--- config.mk ---
export PLATFORM = sky130hd
export DESIGN_NAME = usb_out_pe
export DESIGN_NICKNAME = d
export VERILOG_FILES = /design/src/usb_out_pkg.sv /design/src/usb_out_tok_if.sv /design/src/usb_out_data_put.sv /design/src/usb_out_pe.sv /design/src/usb_out_toggle_regs.sv /design/src/usb_out_tok_decode.sv /design/src/usb_out_xact_fsm.sv
export SDC_FILE = /design/constraint.sdc
export NUM_CORES = 1
export LEC_CHECK = 0
export BUFFER_PORTS_ARGS = -buffer_cell sky130_fd_sc_hd__buf_2
export CAP_MARGIN = 30
export CORE_MARGIN = 4
export CORE_UTILIZATION = 35
export CTS_CLUSTER_SIZE = 16
export DETAILED_ROUTE_END_ITERATION = 10
export MAX_ROUTING_LAYER = met4
export SKIP_LAST_GASP = 1
export SLEW_MARGIN = 20
export SYNTH_ARGS = -nofsm -noshare
export SYNTH_HDL_FRONTEND = slang
export SYNTH_HIERARCHICAL = 1
export SYNTH_SLANG_ARGS = --single-unit
--- constraint.sdc ---
create_clock -name clk_48mhz_i -period 8.7 [get_ports clk_48mhz_i]
set_input_delay 1.74 -clock clk_48mhz_i [delete_from_list [all_inputs] [get_ports clk_48mhz_i]]
set_output_delay 1.74 -clock clk_48mhz_i [all_outputs]
set_load 0.01 [all_outputs]
--- src/usb_out_pkg.sv ---
/*
 * Shared PID, state and field types for the USB OUT protocol engine
 * Every RTL module imports this package by wildcard in its header
 */
package usb_out_pkg;

  ////////////////////////////////////////
  // Fixed USB field widths
  ////////////////////////////////////////

  localparam int unsigned UsbPidW  = 4;
  localparam int unsigned UsbAddrW = 7;
  localparam int unsigned UsbEndpW = 4;
  localparam int unsigned UsbByteW = 8;

  // Two low PID bits shared by all token packets
  localparam logic [1:0] UsbPidTypeToken = 2'b01;

  typedef logic [UsbAddrW-1:0] usb_addr_t;
  typedef logic [UsbEndpW-1:0] usb_endp_t;
  typedef logic [UsbByteW-1:0] usb_byte_t;

  ////////////////////////////////////////
  // Enumerations
  ////////////////////////////////////////

  // Only the PIDs this engine receives or sends
  typedef enum logic [UsbPidW-1:0] {
    UsbPidOut   = 4'b0001,
    UsbPidAck   = 4'b0010,
    UsbPidData0 = 4'b0011,
    UsbPidNak   = 4'b1010,
    UsbPidData1 = 4'b1011,
    UsbPidSetup = 4'b1101,
    UsbPidStall = 4'b1110
  } usb_pid_e;

  // OUT transaction progress
  typedef enum logic [1:0] {
    // No transaction open
    StIdle      = 2'd0,
    // Token accepted, waiting for DATA
    StRcvdOut   = 2'd1,
    // Inside the DATA packet
    StDataStart = 2'd2,
    // One cycle to send the handshake
    StDataEnd   = 2'd3
  } out_xact_state_e;

endpackage

--- src/usb_out_tok_if.sv ---
/*
 * Decoded packet events, valid only in the cycle of a packet end
 * Driven by the decoder, read by the FSM and the toggle block
 */
`timescale 1ns/1ps

interface usb_out_tok_if #(
  parameter int unsigned NumOutEps = 4
);

  localparam int unsigned EpIdxW = (NumOutEps > 1) ? $clog2(NumOutEps) : 1;

  // OUT or SETUP token to this device address
  logic              out_tok;
  logic              setup_tok;
  // Valid DATA0/DATA1, or anything else that ends a data phase
  logic              data_pkt;
  logic              other_pkt;
  // High PID bit, tells DATA1 from DATA0
  logic              data_pid1;
  // Received endpoint, 0 when not implemented
  logic [EpIdxW-1:0] ep_idx;
  logic              ep_active;
  logic              ep_control;

  modport decode (
    output out_tok, setup_tok, data_pkt, other_pkt, data_pid1,
    output ep_idx, ep_active, ep_control
  );

  modport fsm (
    input out_tok, setup_tok, data_pkt, other_pkt, data_pid1,
    input ep_idx, ep_active, ep_control
  );

  // Toggle block has no use for the error event
  modport cfg (
    input out_tok, setup_tok, data_pkt, data_pid1,
    input ep_idx, ep_active, ep_control
  );

endinterface

--- src/usb_out_data_put.sv ---
/*
 * Forwards received data bytes to the endpoint with a byte address
 * Flags a NAK when bytes arrive for an endpoint that is full
 */
`timescale 1ns/1ps

module usb_out_data_put import usb_out_pkg::*; #(
  parameter int unsigned NumOutEps         = 4,
  parameter int unsigned MaxOutPktSizeByte = 32,
  localparam int unsigned EpIdxW           = (NumOutEps > 1) ? $clog2(NumOutEps) : 1,
  localparam int unsigned PktW             = $clog2(MaxOutPktSizeByte)
) (
  input  logic                  clk_48mhz_i,
  input  logic                  rst_ni,
  input  logic                  rx_data_put_i,
  input  usb_byte_t             rx_data_i,
  input  logic [NumOutEps-1:0]  out_ep_full_i,
  input  logic [EpIdxW-1:0]     ep_idx_i,
  input  logic                  data_phase_i,
  input  logic                  armed_i,
  output logic                  out_ep_data_put_o,
  output logic [PktW-1:0]       out_ep_put_addr_o,
  output usb_byte_t             out_ep_data_o,
  output logic                  ep_busy_o
);

  logic nak_q;
  logic ep_full;
  logic incr_addr;

  assign ep_full = out_ep_full_i[ep_idx_i];

  // Byte latch, loaded with every rx strobe
  always_ff @(posedge clk_48mhz_i) begin
    if (rx_data_put_i) begin
      out_ep_data_o <= rx_data_i;
    end
  end

  // Put strobe lines up with the latched byte
  always_ff @(posedge clk_48mhz_i or negedge rst_ni) begin
    if (!rst_ni) begin
      out_ep_data_put_o <= 1'b0;
    end else begin
      out_ep_data_put_o <= data_phase_i && rx_data_put_i;
    end
  end

  ////////////////////////////////////////
  // NAK flag and put address
  ////////////////////////////////////////

  // Any byte meeting a full endpoint spoils the whole packet
  always_ff @(posedge clk_48mhz_i or negedge rst_ni) begin
    if (!rst_ni) begin
      nak_q <= 1'b0;
    end else if (armed_i) begin
      nak_q <= 1'b0;
    end else if (out_ep_data_put_o && ep_full) begin
      nak_q <= 1'b1;
    end
  end

  assign ep_busy_o = nak_q || ep_full;

  // Oversized packets keep overwriting the last location
  assign incr_addr = out_ep_data_put_o && !nak_q && !(&out_ep_put_addr_o);

  always_ff @(posedge clk_48mhz_i or negedge rst_ni) begin
    if (!rst_ni) begin
      out_ep_put_addr_o <= '0;
    end else if (armed_i) begin
      out_ep_put_addr_o <= '0;
    end else if (incr_addr) begin
      out_ep_put_addr_o <= out_ep_put_addr_o + 1'b1;
    end
  end

  // Once a NAK is pending the address stays frozen until rearmed
  addr_frozen_on_nak_a : assert property (
    @(posedge clk_48mhz_i) disable iff (!rst_ni)
    (nak_q && !armed_i) |=> $stable(out_ep_put_addr_o)
  );

endmodule

--- src/usb_out_pe.sv ---
/*
 * Non-buffered USB full-speed protocol engine for OUT and SETUP endpoints
 * Connects the packet decoder, transaction FSM, toggle block and data path
 */
`timescale 1ns/1ps

module usb_out_pe import usb_out_pkg::*; #(
  parameter int unsigned NumOutEps         = 4,
  parameter int unsigned MaxOutPktSizeByte = 32,
  // 17 bit times at 4 clocks per bit
  parameter int unsigned AckTimeoutCnt     = 68,
  localparam int unsigned EpIdxW           = (NumOutEps > 1) ? $clog2(NumOutEps) : 1,
  localparam int unsigned PktW             = $clog2(MaxOutPktSizeByte)
) (
  input  logic                  clk_48mhz_i,
  input  logic                  rst_ni,
  input  logic                  link_reset_i,
  input  usb_addr_t             dev_addr_i,

  // Endpoint side
  output usb_endp_t             out_ep_current_o,
  output logic                  out_ep_data_put_o,
  output logic [PktW-1:0]       out_ep_put_addr_o,
  output usb_byte_t             out_ep_data_o,
  output logic                  out_ep_newpkt_o,
  output logic                  out_ep_acked_o,
  output logic                  out_ep_rollback_o,
  output logic [NumOutEps-1:0]  out_ep_setup_o,
  input  logic [NumOutEps-1:0]  out_ep_enabled_i,
  input  logic [NumOutEps-1:0]  out_ep_control_i,
  input  logic [NumOutEps-1:0]  out_ep_full_i,
  input  logic [NumOutEps-1:0]  out_ep_stall_i,

  // Software access to the data toggles
  output logic [NumOutEps-1:0]  out_data_toggle_o,
  input  logic                  out_datatog_we_i,
  input  logic [NumOutEps-1:0]  out_datatog_status_i,
  input  logic [NumOutEps-1:0]  out_datatog_mask_i,

  // Receive path events
  input  logic                  rx_pkt_start_i,
  input  logic                  rx_pkt_end_i,
  input  logic                  rx_pkt_valid_i,
  input  usb_pid_e              rx_pid_i,
  input  usb_addr_t             rx_addr_i,
  input  usb_endp_t             rx_endp_i,
  input  logic                  rx_data_put_i,
  input  usb_byte_t             rx_data_i,

  // Transmit request
  output logic                  tx_pkt_start_o,
  output usb_pid_e              tx_pid_o
);

  logic [EpIdxW-1:0] ep_idx;
  logic              data_phase;
  logic              armed;
  logic              ack_done;
  logic              toggle_bad;
  logic              ep_busy;

  usb_out_tok_if #(.NumOutEps(NumOutEps)) tok ();

  usb_out_tok_decode #(
    .NumOutEps (NumOutEps)
  ) u_tok_decode (
    .dev_addr_i       (dev_addr_i),
    .rx_pkt_end_i     (rx_pkt_end_i),
    .rx_pkt_valid_i   (rx_pkt_valid_i),
    .rx_pid_i         (rx_pid_i),
    .rx_addr_i        (rx_addr_i),
    .rx_endp_i        (rx_endp_i),
    .out_ep_enabled_i (out_ep_enabled_i),
    .out_ep_control_i (out_ep_control_i),
    .tok              (tok.decode)
  );

  usb_out_xact_fsm #(
    .NumOutEps     (NumOutEps),
    .AckTimeoutCnt (AckTimeoutCnt)
  ) u_xact_fsm (
    .clk_48mhz_i       (clk_48mhz_i),
    .rst_ni            (rst_ni),
    .link_reset_i      (link_reset_i),
    .rx_pkt_start_i    (rx_pkt_start_i),
    .out_ep_stall_i    (out_ep_stall_i),
    .toggle_bad_i      (toggle_bad),
    .ep_busy_i         (ep_busy),
    .tok               (tok.fsm),
    .tx_pkt_start_o    (tx_pkt_start_o),
    .tx_pid_o          (tx_pid_o),
    .out_ep_acked_o    (out_ep_acked_o),
    .out_ep_rollback_o (out_ep_rollback_o),
    .out_ep_newpkt_o   (out_ep_newpkt_o),
    .out_ep_current_o  (out_ep_current_o),
    .ep_idx_o          (ep_idx),
    .data_phase_o      (data_phase),
    .armed_o           (armed),
    .ack_done_o        (ack_done)
  );

  usb_out_toggle_regs #(
    .NumOutEps (NumOutEps)
  ) u_toggle_regs (
    .clk_48mhz_i          (clk_48mhz_i),
    .rst_ni               (rst_ni),
    .link_reset_i         (link_reset_i),
    .ep_idx_i             (ep_idx),
    .ack_done_i           (ack_done),
    .out_datatog_we_i     (out_datatog_we_i),
    .out_datatog_status_i (out_datatog_status_i),
    .out_datatog_mask_i   (out_datatog_mask_i),
    .tok                  (tok.cfg),
    .toggle_bad_o         (toggle_bad),
    .out_data_toggle_o    (out_data_toggle_o),
    .out_ep_setup_o       (out_ep_setup_o)
  );

  usb_out_data_put #(
    .NumOutEps         (NumOutEps),
    .MaxOutPktSizeByte (MaxOutPktSizeByte)
  ) u_data_put (
    .clk_48mhz_i       (clk_48mhz_i),
    .rst_ni            (rst_ni),
    .rx_data_put_i     (rx_data_put_i),
    .rx_data_i         (rx_data_i),
    .out_ep_full_i     (out_ep_full_i),
    .ep_idx_i          (ep_idx),
    .data_phase_i      (data_phase),
    .armed_i           (armed),
    .out_ep_data_put_o (out_ep_data_put_o),
    .out_ep_put_addr_o (out_ep_put_addr_o),
    .out_ep_data_o     (out_ep_data_o),
    .ep_busy_o         (ep_busy)
  );

endmodule

--- src/usb_out_toggle_regs.sv ---
/*
 * Per-endpoint OUT data toggles and SETUP flags
 * Software may overwrite selected toggles through a masked write
 */
`timescale 1ns/1ps

module usb_out_toggle_regs import usb_out_pkg::*; #(
  parameter int unsigned NumOutEps = 4,
  localparam int unsigned EpIdxW   = (NumOutEps > 1) ? $clog2(NumOutEps) : 1
) (
  input  logic                  clk_48mhz_i,
  input  logic                  rst_ni,
  input  logic                  link_reset_i,
  input  logic [EpIdxW-1:0]     ep_idx_i,
  input  logic                  ack_done_i,
  input  logic                  out_datatog_we_i,
  input  logic [NumOutEps-1:0]  out_datatog_status_i,
  input  logic [NumOutEps-1:0]  out_datatog_mask_i,
  usb_out_tok_if.cfg            tok,
  output logic                  toggle_bad_o,
  output logic [NumOutEps-1:0]  out_data_toggle_o,
  output logic [NumOutEps-1:0]  out_ep_setup_o
);

  logic [NumOutEps-1:0] toggle_q, toggle_d;
  logic                 setup_clr;
  logic                 out_seen;

  assign setup_clr = tok.setup_tok && tok.ep_active;
  assign out_seen  = tok.out_tok && tok.ep_active;

  // DATA PID that disagrees with the expected toggle
  assign toggle_bad_o = tok.data_pkt && tok.ep_active &&
                        (tok.data_pid1 != toggle_q[tok.ep_idx]);

  ////////////////////////////////////////
  // Data toggles
  ////////////////////////////////////////

  always_comb begin
    toggle_d = toggle_q;
    // SETUP always restarts the sequence at DATA0
    if (setup_clr) begin
      toggle_d[tok.ep_idx] = 1'b0;
    end
    if (ack_done_i) begin
      toggle_d[ep_idx_i] = ~toggle_q[ep_idx_i];
    end
    // Software write wins over hardware updates
    if (out_datatog_we_i) begin
      toggle_d = (toggle_d & ~out_datatog_mask_i) |
                 (out_datatog_status_i & out_datatog_mask_i);
    end
  end

  always_ff @(posedge clk_48mhz_i or negedge rst_ni) begin
    if (!rst_ni) begin
      toggle_q <= '0;
    end else if (link_reset_i) begin
      toggle_q <= '0;
    end else begin
      toggle_q <= toggle_d;
    end
  end

  assign out_data_toggle_o = toggle_q;

  // Set by SETUP, cleared by the next OUT to the same endpoint
  always_ff @(posedge clk_48mhz_i or negedge rst_ni) begin
    if (!rst_ni) begin
      out_ep_setup_o <= '0;
    end else if (setup_clr) begin
      out_ep_setup_o[tok.ep_idx] <= 1'b1;
    end else if (out_seen) begin
      out_ep_setup_o[tok.ep_idx] <= 1'b0;
    end
  end

  // Token decode and FSM handshake cycle never overlap
  setup_vs_ack_a : assert property (
    @(posedge clk_48mhz_i) disable iff (!rst_ni)
    !(setup_clr && ack_done_i)
  );

endmodule

--- src/usb_out_tok_decode.sv ---
/*
 * Turns received packet ends into token, data and error events
 * Purely combinational, looks up the configuration of the addressed endpoint
 */
`timescale 1ns/1ps

module usb_out_tok_decode import usb_out_pkg::*; #(
  parameter int unsigned NumOutEps = 4
) (
  input  usb_addr_t             dev_addr_i,
  input  logic                  rx_pkt_end_i,
  input  logic                  rx_pkt_valid_i,
  input  usb_pid_e              rx_pid_i,
  input  usb_addr_t             rx_addr_i,
  input  usb_endp_t             rx_endp_i,
  input  logic [NumOutEps-1:0]  out_ep_enabled_i,
  input  logic [NumOutEps-1:0]  out_ep_control_i,
  usb_out_tok_if.decode         tok
);

  localparam int unsigned EpIdxW = (NumOutEps > 1) ? $clog2(NumOutEps) : 1;

  logic              good_end;
  logic              token_rcvd;
  logic              is_data;
  logic              ep_in_hw;
  logic [EpIdxW-1:0] ep_idx;

  // Packet end with a good CRC
  assign good_end = rx_pkt_end_i && rx_pkt_valid_i;

  // Token type and addressed to this device
  assign token_rcvd = good_end &&
                      (rx_pid_i[1:0] == UsbPidTypeToken) &&
                      (rx_addr_i == dev_addr_i);

  assign is_data = (rx_pid_i == UsbPidData0) || (rx_pid_i == UsbPidData1);

  ////////////////////////////////////////
  // Endpoint lookup
  ////////////////////////////////////////

  // Endpoint numbers beyond the implemented set fold onto index 0
  assign ep_in_hw = 32'(rx_endp_i) < NumOutEps;
  assign ep_idx   = ep_in_hw ? rx_endp_i[EpIdxW-1:0] : '0;

  assign tok.ep_idx     = ep_idx;
  // Folded index must never look active
  assign tok.ep_active  = ep_in_hw && out_ep_enabled_i[ep_idx];
  assign tok.ep_control = out_ep_control_i[ep_idx];

  ////////////////////////////////////////
  // Packet events
  ////////////////////////////////////////

  assign tok.out_tok   = token_rcvd && (rx_pid_i == UsbPidOut);
  assign tok.setup_tok = token_rcvd && (rx_pid_i == UsbPidSetup);
  assign tok.data_pkt  = good_end && is_data;
  // Bad CRC, or a good packet that is not DATA
  assign tok.other_pkt = rx_pkt_end_i && !(rx_pkt_valid_i && is_data);
  assign tok.data_pid1 = rx_pid_i[3];

endmodule

--- src/usb_out_xact_fsm.sv ---
/*
 * OUT/SETUP transaction FSM with data-phase timeout and handshake choice
 * Holds the current endpoint and drives the endpoint-side strobes
 */
`timescale 1ns/1ps

module usb_out_xact_fsm import usb_out_pkg::*; #(
  parameter int unsigned NumOutEps     = 4,
  parameter int unsigned AckTimeoutCnt = 68,
  localparam int unsigned EpIdxW       = (NumOutEps > 1) ? $clog2(NumOutEps) : 1
) (
  input  logic                  clk_48mhz_i,
  input  logic                  rst_ni,
  input  logic                  link_reset_i,
  input  logic                  rx_pkt_start_i,
  input  logic [NumOutEps-1:0]  out_ep_stall_i,
  input  logic                  toggle_bad_i,
  input  logic                  ep_busy_i,
  usb_out_tok_if.fsm            tok,
  output logic                  tx_pkt_start_o,
  output usb_pid_e              tx_pid_o,
  output logic                  out_ep_acked_o,
  output logic                  out_ep_rollback_o,
  output logic                  out_ep_newpkt_o,
  output usb_endp_t             out_ep_current_o,
  output logic [EpIdxW-1:0]     ep_idx_o,
  output logic                  data_phase_o,
  output logic                  armed_o,
  output logic                  ack_done_o
);

  localparam int unsigned TimeoutW = $clog2(AckTimeoutCnt + 1);

  out_xact_state_e     state_q, state_d;
  logic [TimeoutW-1:0] timeout_q, timeout_d;
  logic                xact_start;
  logic                setup_q;
  logic                new_pkt_end;
  logic                ep_stalled;

  // SETUP is only taken by control endpoints
  assign xact_start = (state_q == StIdle) && tok.ep_active &&
                      (tok.out_tok || (tok.setup_tok && tok.ep_control));

  assign ep_idx_o   = out_ep_current_o[EpIdxW-1:0];
  assign ep_stalled = out_ep_stall_i[ep_idx_o];

  ////////////////////////////////////////
  // Next state and handshake
  ////////////////////////////////////////

  always_comb begin
    state_d           = state_q;
    timeout_d         = TimeoutW'(AckTimeoutCnt);
    tx_pkt_start_o    = 1'b0;
    tx_pid_o          = UsbPidAck;
    out_ep_rollback_o = 1'b0;
    new_pkt_end       = 1'b0;

    unique case (state_q)
      StIdle: begin
        if (xact_start) begin
          state_d = StRcvdOut;
        end
      end

      StRcvdOut: begin
        // Host gets a bounded window to start the DATA packet
        timeout_d = timeout_q - 1'b1;
        if (rx_pkt_start_i) begin
          state_d = StDataStart;
        end else if (timeout_q == '0) begin
          state_d = StIdle;
        end
      end

      StDataStart: begin
        if (toggle_bad_i && !ep_stalled) begin
          // Repeated packet, our earlier ACK was probably lost
          state_d           = StIdle;
          tx_pkt_start_o    = 1'b1;
          out_ep_rollback_o = 1'b1;
        end else if (tok.other_pkt) begin
          // Corrupt or unexpected packet, no answer at all
          state_d           = StIdle;
          out_ep_rollback_o = 1'b1;
        end else if (tok.data_pkt) begin
          state_d = StDataEnd;
        end
      end

      StDataEnd: begin
        state_d        = StIdle;
        tx_pkt_start_o = 1'b1;
        if (setup_q) begin
          // A SETUP that cannot be stored is dropped silently
          if (ep_busy_i) begin
            tx_pkt_start_o    = 1'b0;
            out_ep_rollback_o = 1'b1;
          end else begin
            new_pkt_end = 1'b1;
          end
        end else if (ep_stalled) begin
          tx_pid_o = UsbPidStall;
        end else if (ep_busy_i) begin
          tx_pid_o          = UsbPidNak;
          out_ep_rollback_o = 1'b1;
        end else begin
          new_pkt_end = 1'b1;
        end
      end

      default: state_d = StIdle;
    endcase
  end

  assign out_ep_acked_o = new_pkt_end;
  assign ack_done_o     = new_pkt_end;
  assign data_phase_o   = (state_q == StDataStart);
  assign armed_o        = (state_q == StIdle) || (state_q == StRcvdOut);

  ////////////////////////////////////////
  // Registers
  ////////////////////////////////////////

  always_ff @(posedge clk_48mhz_i or negedge rst_ni) begin
    if (!rst_ni) begin
      state_q   <= StIdle;
      timeout_q <= TimeoutW'(AckTimeoutCnt);
    end else begin
      // Bus reset abandons any open transaction
      state_q   <= link_reset_i ? StIdle : state_d;
      timeout_q <= timeout_d;
    end
  end

  // Endpoint and transaction kind latched at the token
  always_ff @(posedge clk_48mhz_i or negedge rst_ni) begin
    if (!rst_ni) begin
      out_ep_newpkt_o  <= 1'b0;
      out_ep_current_o <= '0;
      setup_q          <= 1'b0;
    end else begin
      out_ep_newpkt_o <= xact_start;
      if (xact_start) begin
        out_ep_current_o <= usb_endp_t'(tok.ep_idx);
        setup_q          <= tok.setup_tok;
      end
    end
  end

  // State register never holds X or an unknown encoding
  state_legal_a : assert property (
    @(posedge clk_48mhz_i) disable iff (!rst_ni)
    state_q inside {StIdle, StRcvdOut, StDataStart, StDataEnd}
  );

  // Handshakes only go out at the end of a data phase
  tx_in_data_phase_a : assert property (
    @(posedge clk_48mhz_i) disable iff (!rst_ni)
    tx_pkt_start_o |-> state_q inside {StDataStart, StDataEnd}
  );

endmodule
==> metrics <==
Max clock buf depth 2; setup_tns 0 ns; total power 340 uW; Starting Density between 30% and 40%; EDFF count, synth 8; first-pass GRT wire length 8.25 mm; vias in the first global route 1763; mapped cell area 2100 um2; drt drc 0; Pleak between 0.001 and 0.0015 uW; worst skew pair latency ~0.28 ns; CTS tree built; FP Rows 27; # resized after CTS 0; H-tree depth 2; # fillers 558; reg2reg start u_xact_fsm/out_ep_current_o[0]$_DFFE_PN0P_; outcome completed; RSZ-0062 raised after global routing false; WP data required 6.96 ns; final worst setup slack approximately 3.0 ns; Placeable Area about 5700 um2; initial antenna violation count 0; Die H ~86 um; crit path DAT between 3 and 4 ns; Slew Limit Fails 0; Startpoint Class primary input; compound-gate portion of the synthesized area under 10%; root buffer cell clkbuf_8; Seq cells post-synth 36; worst setup path start rx_endp_i[3]; Overflow after GRT 0; setup bufs post-CTS 0; Area growth, synth to finish 26.7%; Via-to-Cell Ratio 4.93; worst-path cell chain buf_2, nor2_1, and2_1, mux4_2, xor2_1, and3_1, nor2b_2, or2_2, o2bb2ai_1, buf_2; 1st-iter DRT viols 51; mux contribution to synthesized area 7.85%; synthesized area per cell 10.4 um2; TritonRoute pass-1 iters 4; fin crit share 65.8%; Via Count 1799; highest routed metal layer met4; WHS 0.463 ns; post-synthesis xor/xnor area fraction under 10%; # diodes 0; commonest non-fill, non-tap cell in the layout buf_2; worst vdd ir 0.0000484 V; largest family of logic cells by synthesized area simple AND/OR/NAND/NOR gates; CP top delay family simple AND/OR/NAND/NOR gates; hpwl dp between 4 and 5 mm; M1 WL 2.10 mm; max frequency approximately 0.17 GHz; average routed wire per standard cell 14.0 um; register area share after synthesis roughly 45%; Synth Area in Adders 2.38%; post-route ant nets 0; worst slew pin tran 0.618 ns; Hold Buf Count CTS 0; met2 routed WL 2.69 mm; die width 85.5 um; Worst Setup End Kind output port; placed cell area 2580 um2; share of cells above drive strength 1 40.3%; Tmin final 5.72 ns; Yosys cell types 51; Total Wirelength just over 5 mm; largest net degree at the start of global routing 29; CTS clk-pin slew, worst paths 0.07 ns; CP dominant cell by count buf_2; commonest non-fill, non-tap cells in the layout buf_2, dfrtp_1, nor2_1, nand2_1; met3 wire len between 200 and 300 um; GPL Wtd Cong 0.769; fin area 2670 um2; slowest CP cell mux4_2; number of port buffers between 90 and 100; Clock Skews 0.00874 ns; Post-Syn Instances 203; post-place setup slack 2.96 ns; max incr delay on CP 0.56 ns; Sink Count 36; max-slew headroom at the worst pin 58.8%; Max-Cap Viols 0; Synth Area in Simple Gates between 20% and 30%; Total Routing Usage GR 14.6%; Hold Path Class flop to flop; crit path kind primary input to output port; ys async rst share 77.8%; final setup violation count 0; Final Hold Viols 0; Worst Path Max Fanout 9; die footprint 7320 um2; Final #Nets 358; min-delay src u_xact_fsm/timeout_q[0]$_DFF_PN0_; PwrDens 128 nW/um2; Yosys warnings 6; dominant register cell in the synthesized netlist dfrtp_1; cts bufs inserted 5; WP buf/inv 2; I/O Pins between 90 and 100
## worst paths after layout
path                       slack [ns]  cells past startpoint                                      endpoint
setup / recovery                 2.98                     10                             out_ep_rollback_o
min in group asynchronous        1.46                      1             u_xact_fsm/timeout_q[4]$_DFF_PN0_
hold reg to reg                  0.46                      1             u_xact_fsm/timeout_q[0]$_DFF_PN0_
setup reg to reg                 6.19                      6  u_toggle_regs/out_data_toggle_o[1]$_DFF_PN0_
max in group asynchronous        6.82                      1  u_toggle_regs/out_data_toggle_o[3]$_DFF_PN0_
hold / removal                   0.46                      1             u_xact_fsm/timeout_q[0]$_DFF_PN0_
## routing by layer
metal	up-vias	track usage (%)
met1	856	17.2
met2	41	24.9
met4	0	4.32
met5	-	-
met3	4	3.36
li1	898	-
## cell type report
class,instances,area (um2),area share (%)
Inverter,8,30.0,1.13
Clock buffer,8,90.1,3.38
Multi-Input combinational cell,150,1060,39.7
Sequential cell,36,943,35.4
Tap cell,72,90.1,3.38
Timing Repair Buffer,91,455,17.1
## power breakdown
part	total, uW	switching [uW]	internal, uW
Clock	120	55.8	64.6
Sequential	178	1.55	177
Combinational	41.6	20.7	20.9
## per-stage QoR
| step | util [%] | cells |
|---|---|---|
| floorplan | - | 205 |
| global placement | 45.4 | 357 |
| detailed placement | 45.4 | 357 |
| CTS | 47.0 | 365 |
| global route | 47.0 | 365 |
| finish | 47.0 | 365 |
## synth_stat cells, types with 3 or more instances
cell type  number  area [um2]
nand4_1         5        31.3
xor2_1          3        26.3
and2_1          5        31.3
o21ai_0         7        35.0
nand3_1         8        40.0
nand2b_1        3        18.8
mux2_2          3        33.8
dfrtp_1        26         651
buf_4           8        60.1
and3_1          5        31.3
nor2_1         16        60.1
a21oi_1         9        45.0
mux2i_1         3        30.0
inv_1           8        30.0
nor2b_1         7        43.8
nor3_1          4        20.0
xnor2_1         9        78.8
edfxtp_1        8         240
nand2_1        15        56.3
ha_1            4        50.1
nand3b_1        4        30.0
mux4_2          4        90.1
## cells by family after synthesis
family | Yosys count
mux | 11
fa+ha+maj | 4
other cells | 2
simple gates | 90
xor+xnor | 12
flops | 36
compound gates | 29
buf+inv | 19
No activity file was read; power rests on OpenSTA's default activity.
